$ cat config.mk
export PLATFORM = sky130hd
export DESIGN_NAME = icache_lru
export DESIGN_NICKNAME = d
export VERILOG_FILES = /design/src/hw/icache_geom_pkg.sv /design/src/hw/icache_lru.sv
export SDC_FILE = /design/constraint.sdc
export NUM_CORES = 1
export LEC_CHECK = 0
export BUFFER_PORTS_ARGS = -buffer_cell sky130_fd_sc_hd__buf_2
export CAP_MARGIN = 15
export CORE_ASPECT_RATIO = 1.5
export CORE_MARGIN = 1
export CORE_UTILIZATION = 45
export DETAILED_ROUTE_END_ITERATION = 16
export GPL_TIMING_DRIVEN = 0
export MAX_ROUTING_LAYER = met4
export PLACE_DENSITY_LB_ADDON = 0.3
export SLEW_MARGIN = 20
export SYNTH_ARGS = -nofsm -noshare
export SYNTH_HDL_FRONTEND = slang
export SYNTH_SLANG_ARGS = --single-unit
$ cat constraint.sdc
create_clock -name clk -period 4.13 [get_ports clk]
set_input_delay 0.826 -clock clk [delete_from_list [all_inputs] [get_ports clk]]
set_output_delay 0.826 -clock clk [all_outputs]
set_load 0.02 [all_outputs]
$ cat src/hw/icache_geom_pkg.sv
package icache_geom_pkg;

    // address split  tag | index | offset
    localparam int ADDR_W      = 32;
    localparam int INDEX_W     = 6;
    localparam int OFFSET_W    = 6;   // 64-byte lines
    localparam int TAG_W       = ADDR_W - INDEX_W - OFFSET_W; // 20

    localparam int LINE_W      = 512;
    localparam int FETCH_W     = 64;
    localparam int WORD_SEL_W  = 3;   // 8 words per line
    localparam int WORD_BYTE_W = OFFSET_W - WORD_SEL_W; // byte bits inside a word

    localparam int SET_NUM     = 1 << INDEX_W;
    localparam int NUM_WAYS    = 2;

    // burst counts on the memory port
    localparam logic [7:0] REFILL_LEN  = 8'd15;
    localparam logic [7:0] UNCACHE_LEN = 8'd1;

    typedef logic [ADDR_W-1:0]   addr_t;
    typedef logic [INDEX_W-1:0]  index_t;
    typedef logic [TAG_W-1:0]    tag_t;
    typedef logic [LINE_W-1:0]   line_t;
    typedef logic [FETCH_W-1:0]  fetch_t;
    typedef logic [NUM_WAYS-1:0] way_mask_t; // one-hot way select

endpackage

$ cat src/hw/icache_lru.sv
`timescale 1ns/1ps

module icache_lru import icache_geom_pkg::*; (
    input  logic      clk,
    input  logic      rstn,
    input  index_t    i_index,
    input  logic      i_update,
    input  logic      i_used_way,
    output way_mask_t o_victim_way
);

    // way touched last, one bit per set
    logic [SET_NUM-1:0] mru;

    always_ff @(posedge clk) begin
        if (!rstn) begin
            mru <= '0;
        end else if (i_update) begin
            mru[i_index] <= i_used_way;
        end
    end

    // evict the way not used last
    always_comb begin
        if (mru[i_index]) begin
            o_victim_way = way_mask_t'(1);   // way 0
        end else begin
            o_victim_way = way_mask_t'(2);   // way 1
        end
    end

endmodule

; Word level (Yosys, flattened, before mapping)
; Index checks and enable logic that the tools add are counted.
[totals]
inputBits = 10
elab_cells = 10
out_inout_bits = 2
rom_bits = 0
latchBits = 0
mem_bits_rw = 0
memories = 0
regBits = 64
[op_classes]
n_reduce_logical = 1
multipliers = 0
magnitude_cmp = 2
mux = 6
eq_ne = 0
n_div = 0
n_bitwise = 0
addsub = 0
n_shift = 0
[ops]
columns = operator, n
row1 = bitwise mux 64 bit, 1
row2 = < comparator 6 x 7 -> 1 bit (second input constant), 1
row3 = binary-select mux 1 bit (select 6 bit), 1
row4 = demux 1 bit (select 6 bit), 1
row5 = greater-or-equal comparator 6 x 1 -> 1 bit (second input constant), 1
row6 = 2-to-1 mux 1 bit, 2
row7 = 2-to-1 mux 2 bit, 1
row8 = logical AND 1 bit, 1

; Logic depth before layout (Yosys ltp)
[depth]
word_depth = 5
ltp_mapped = 8
mapped_depth_nobuf = 5

; Least setup slack after synthesis
; Ideal clock, no wire load.
[synth_path]
path_kind = input-to-output
from = input port i_index[0]
to = output port o_victim_way[1]
cell_stages = 6
arrival_time_ns = 2.129
n_path_buf = 1
t_required_ns = 3.304
slack_ns = 1.175
path_cell_list = buf_4 -> and2b_1 -> a221o_1 -> a211oi_1 -> o22a_1 -> and4b_1
[synth_via]
elab_chain_cells = 3
[synth_rtl]
columns = element, line
row1 = start: declaration, icache_lru.sv:6  ; input index_t i_index,
row2 = binary-select mux 1 bit (select 6 bit), icache_lru.sv:25  ; if (mru[i_index]) begin
row3 = 2-to-1 mux 1 bit (implied by the code), icache_lru.sv:25
row4 = 2-to-1 mux 2 bit, icache_lru.sv:25
row5 = end: declaration, icache_lru.sv:9  ; output way_mask_t o_victim_way
; Every way passes these cells. The select of a mux whose other input is x is not followed.

; Worst setup path after layout
[layout_path]
from = input port i_index[1]
to = output port o_victim_way[1]
; The elaborated chain is that of the path after synthesis.

==> metrics.txt <==
CTS tree=done; initial antenna violation count=0; standard-cell row count=38; number of synthesized register bits=between 60 and 70; fraction of registers with async set/reset=0; startpoint of the worst-slack reg-to-reg timing path=mru[9]$_SDFFE_PN0P_; global placer's final weighted congestion=between 0.8 and 0.9; status=finished, final reports clean; category of the most critical setup path=input pin to primary output; netlist area before placement=3380 sq um; master cell of the clock root buffer=sky130_fd_sc_hd__clkbuf_8; combinational share of power=0.105; Place WS=between 0.8 and 0.9 ns; largest incremental delay on the critical path=0.51 ns; number of vias after detailed routing=roughly 3,200; Avg WL per Cell=just over 20 microns; worst max-slew margin expressed relative to the limit=0.362; Sequential Power Share=0.496; worst min-delay path startpoint=mru[17]$_SDFFE_PN0P_; share of layout cells above drive strength 1=0.121; Setup WS post-layout=between 0.8 and 0.9 ns; Max Root-Sink Buffers=2; CP Data Arrival Time=between 2 and 2.5 ns; reported leakage power=roughly 1.1 nW; cell chain of the critical path=buf_2 -> buf_6 -> mux4_2 -> mux2i_1 -> o22ai_1 -> a21oi_2 -> and4b_1 -> buf_2; Die Span Y=roughly 110 microns; DRC violations left=0; MaxCap Viol Count=0; vias in the first global route=between 2,000 and 3,000; Sw Pwr=330 uW; antenna viol nets, final=0; count of flip-flops with a built-in enable after synthesis=0; Area Overhead vs Synth=9.86%; maximum frequency from static timing analysis=between 300 and 400 MHz; Final Hold Viols=0; Synth Flop Type=sky130_fd_sc_hd__dfxtp_1; Internal Pwr Total=921 uW; initial core utilization=0.467; DP Wirelength=a little under 7 mm; GRT overflow=0; initial detailed-routing violation count=322; net count after synthesis=approximately 400; number of max-slew violations in the final report=0; Worst setup startpoint=i_index[1]; Initial DRT Pass Iterations=5; Switching Fraction=0.263; overall die width=72.7 microns; final setup violation count=0; cts hold-fix bufs=0; clock transition at the register clock pins on the worst setup and hold paths after CTS=0.06 ns; leading registers by flop count=mru: 64 flops; most frequent standard cell in the layout excluding fill and tap cells=sky130_fd_sc_hd__nand3_1; Post-Route WL=approximately 11 mm; global-route wire length before repair=roughly 16 mm; worst endpoint required time=approximately 3.3 ns; slowest library cell on the worst path=sky130_fd_sc_hd__mux4_2; cell occurring most often along the worst timing path=sky130_fd_sc_hd__buf_2; cell types occupying the most area after synthesis=sky130_fd_sc_hd__dfxtp_1, sky130_fd_sc_hd__a21boi_0, sky130_fd_sc_hd__nand3_1; unrepaired setup endpoints after global routing=no; number of I/O port buffers=7; commonest cells after routing, fill and taps aside=sky130_fd_sc_hd__nand3_1, sky130_fd_sc_hd__o21ai_0, sky130_fd_sc_hd__dfxtp_1; clk sinks=64; Die Outline Area=between 7000 and 8000 sq um; Synth top area share=0.379; Critical Path Start Type=input pin; All-Layer GR Usage=0.292; fraction of the yosys area taken by sequential cells=0.379; period utilization=0.797; total negative setup slack=0 ns; Skew-Pair Late Insertion Delay=0.35 ns; number of distinct library cells after synthesis=44; placeable core region=7230 sq um; Power Dens Cells=between 300 and 400 nW/um^2; post-detailed-route via-to-cell ratio=between 6 and 7; Buf/Inv on CP=3; total inserted antenna cells=0; CP Capture Type=primary output; core utilization of the finished layout=0.513; CTS H-Tree Depth=3; number of top-level design ports=12; per-instance average area after synthesis=between 8 and 9 sq um; pin count of the biggest net entering global routing=11; setup skew after layout=0 ns; type of the most critical hold path=flop to flop; post-CTS resize count=0; number of buffers created by CTS=9; worst vdd ir=between 0.00015 and 0.0002 V; fraction of power consumed by the clock network=0.399; number of nets at the end of the flow=between 400 and 500; largest fanout on the critical path=10; Gate Count Post-Synth=between 300 and 400; Worst Max-Slew Pin Slew=between 0.9 and 1 ns; register containing the most flip-flops in the final layout=mru; cell type with the largest total area after synthesis=sky130_fd_sc_hd__dfxtp_1; Yosys warnings=0; max reg flops=between 60 and 70; number of setup buffers added after CTS=0; family of cells with the greatest summed delay on the critical path=multiplexers; time the final worst path needs with I/O delays and setup=approximately 3.3 ns
-- cells in the mapped netlist (2+ instances only) --
cell type / instances
sky130_fd_sc_hd__nand3_1: 72
sky130_fd_sc_hd__o21ai_0: 67
sky130_fd_sc_hd__dfxtp_1: 64
sky130_fd_sc_hd__a21boi_0: 62
sky130_fd_sc_hd__clkbuf_1: 21
sky130_fd_sc_hd__mux2i_1: 9
sky130_fd_sc_hd__nand2_1: 9
sky130_fd_sc_hd__nor2_1: 9
sky130_fd_sc_hd__mux4_2: 8
sky130_fd_sc_hd__buf_2: 5
sky130_fd_sc_hd__a221oi_1: 4
sky130_fd_sc_hd__buf_6: 4
sky130_fd_sc_hd__nand3b_1: 4
sky130_fd_sc_hd__a21boi_1: 3
sky130_fd_sc_hd__a21oi_1: 3
sky130_fd_sc_hd__buf_4: 3
sky130_fd_sc_hd__inv_1: 3
sky130_fd_sc_hd__nand2b_1: 3
sky130_fd_sc_hd__nor2_2: 3
sky130_fd_sc_hd__nor2b_1: 3
sky130_fd_sc_hd__or3_1: 3
sky130_fd_sc_hd__and3_1: 2
sky130_fd_sc_hd__and3b_1: 2
sky130_fd_sc_hd__buf_1: 2
sky130_fd_sc_hd__nor3_2: 2
sky130_fd_sc_hd__nor3b_1: 2
sky130_fd_sc_hd__o221ai_1: 2
sky130_fd_sc_hd__or3b_2: 2
-- cells by family after synthesis --
| kind of cell | Yosys count | synth area share |
|---|---|---|
| multiplexers | 18 | 0.0834 |
| AND/OR/NAND/NOR | 124 | 0.199 |
| flip-flops | 64 | 0.379 |
| buffers and inverters | 38 | 0.0563 |
| AO/OA/AOI/OAI | 148 | 0.282 |
-- path summary, 6_finish.rpt --
| kind | endpoint | slack [ns] | cells past startpoint |
|---|---|---|---|
| worst max-delay path | o_victim_way[1] | 0.84 | 8 |
| worst min-delay path | mru[17]$_SDFFE_PN0P_ | 0.48 | 2 |
| worst max register to register | mru[9]$_SDFFE_PN0P_ | 3.43 | 2 |
| worst min register to register | mru[17]$_SDFFE_PN0P_ | 0.48 | 2 |
-- worst reg2reg max path: stages, from the launching register on --
cell,delay [ns]
sky130_fd_sc_hd__dfxtp_1,0.34
sky130_fd_sc_hd__o21ai_0,0.08
sky130_fd_sc_hd__a21boi_0,0.20
-- cell type report --
type,instances,area (sq um)
fill,732,3520
multi-input combinational,290,1910
sequential,64,1280
buffer,35,179
clock buffer,14,173
tap,100,125
timing repair buffer,7,35.0
inverter,3,11.3
-- per-stage QoR --
step                      cells  cell area [sq um]  hold WS [ns]  total power [mW]
final                       513               3710         0.482              1.25
after global placement      499               3540         0.461             0.763
after detailed placement    499               3540         0.469             0.763
after CTS                   513               3710         0.482              1.25
after floorplan             392               3380         0.450             0.721
after global routing        513               3710         0.505              1.28
-- power groups by stage --
stage / combinational (mW) / sequential [mW] / clock, mW
6_report: 0.132 / 0.621 / 0.499
5_1_grt: 0.139 / 0.621 / 0.524
4_1_cts: 0.129 / 0.621 / 0.503
3_5_place_dp: 0.129 / 0.635 / 0
3_3_place_gp: 0.128 / 0.634 / 0
2_1_floorplan: 0.0866 / 0.634 / 0
-- routing by layer --
layer	track usage	up-vias	wire length, microns	share of wire
li1	-	1490	-	-
met1	0.344	1478	4060	0.39
met2	0.449	164	4830	0.46
met3	0.0624	50	977	0.093
met4	0.186	0	660	0.063
met5	-	-	0	0
Power figures use the tool's default switching activity.
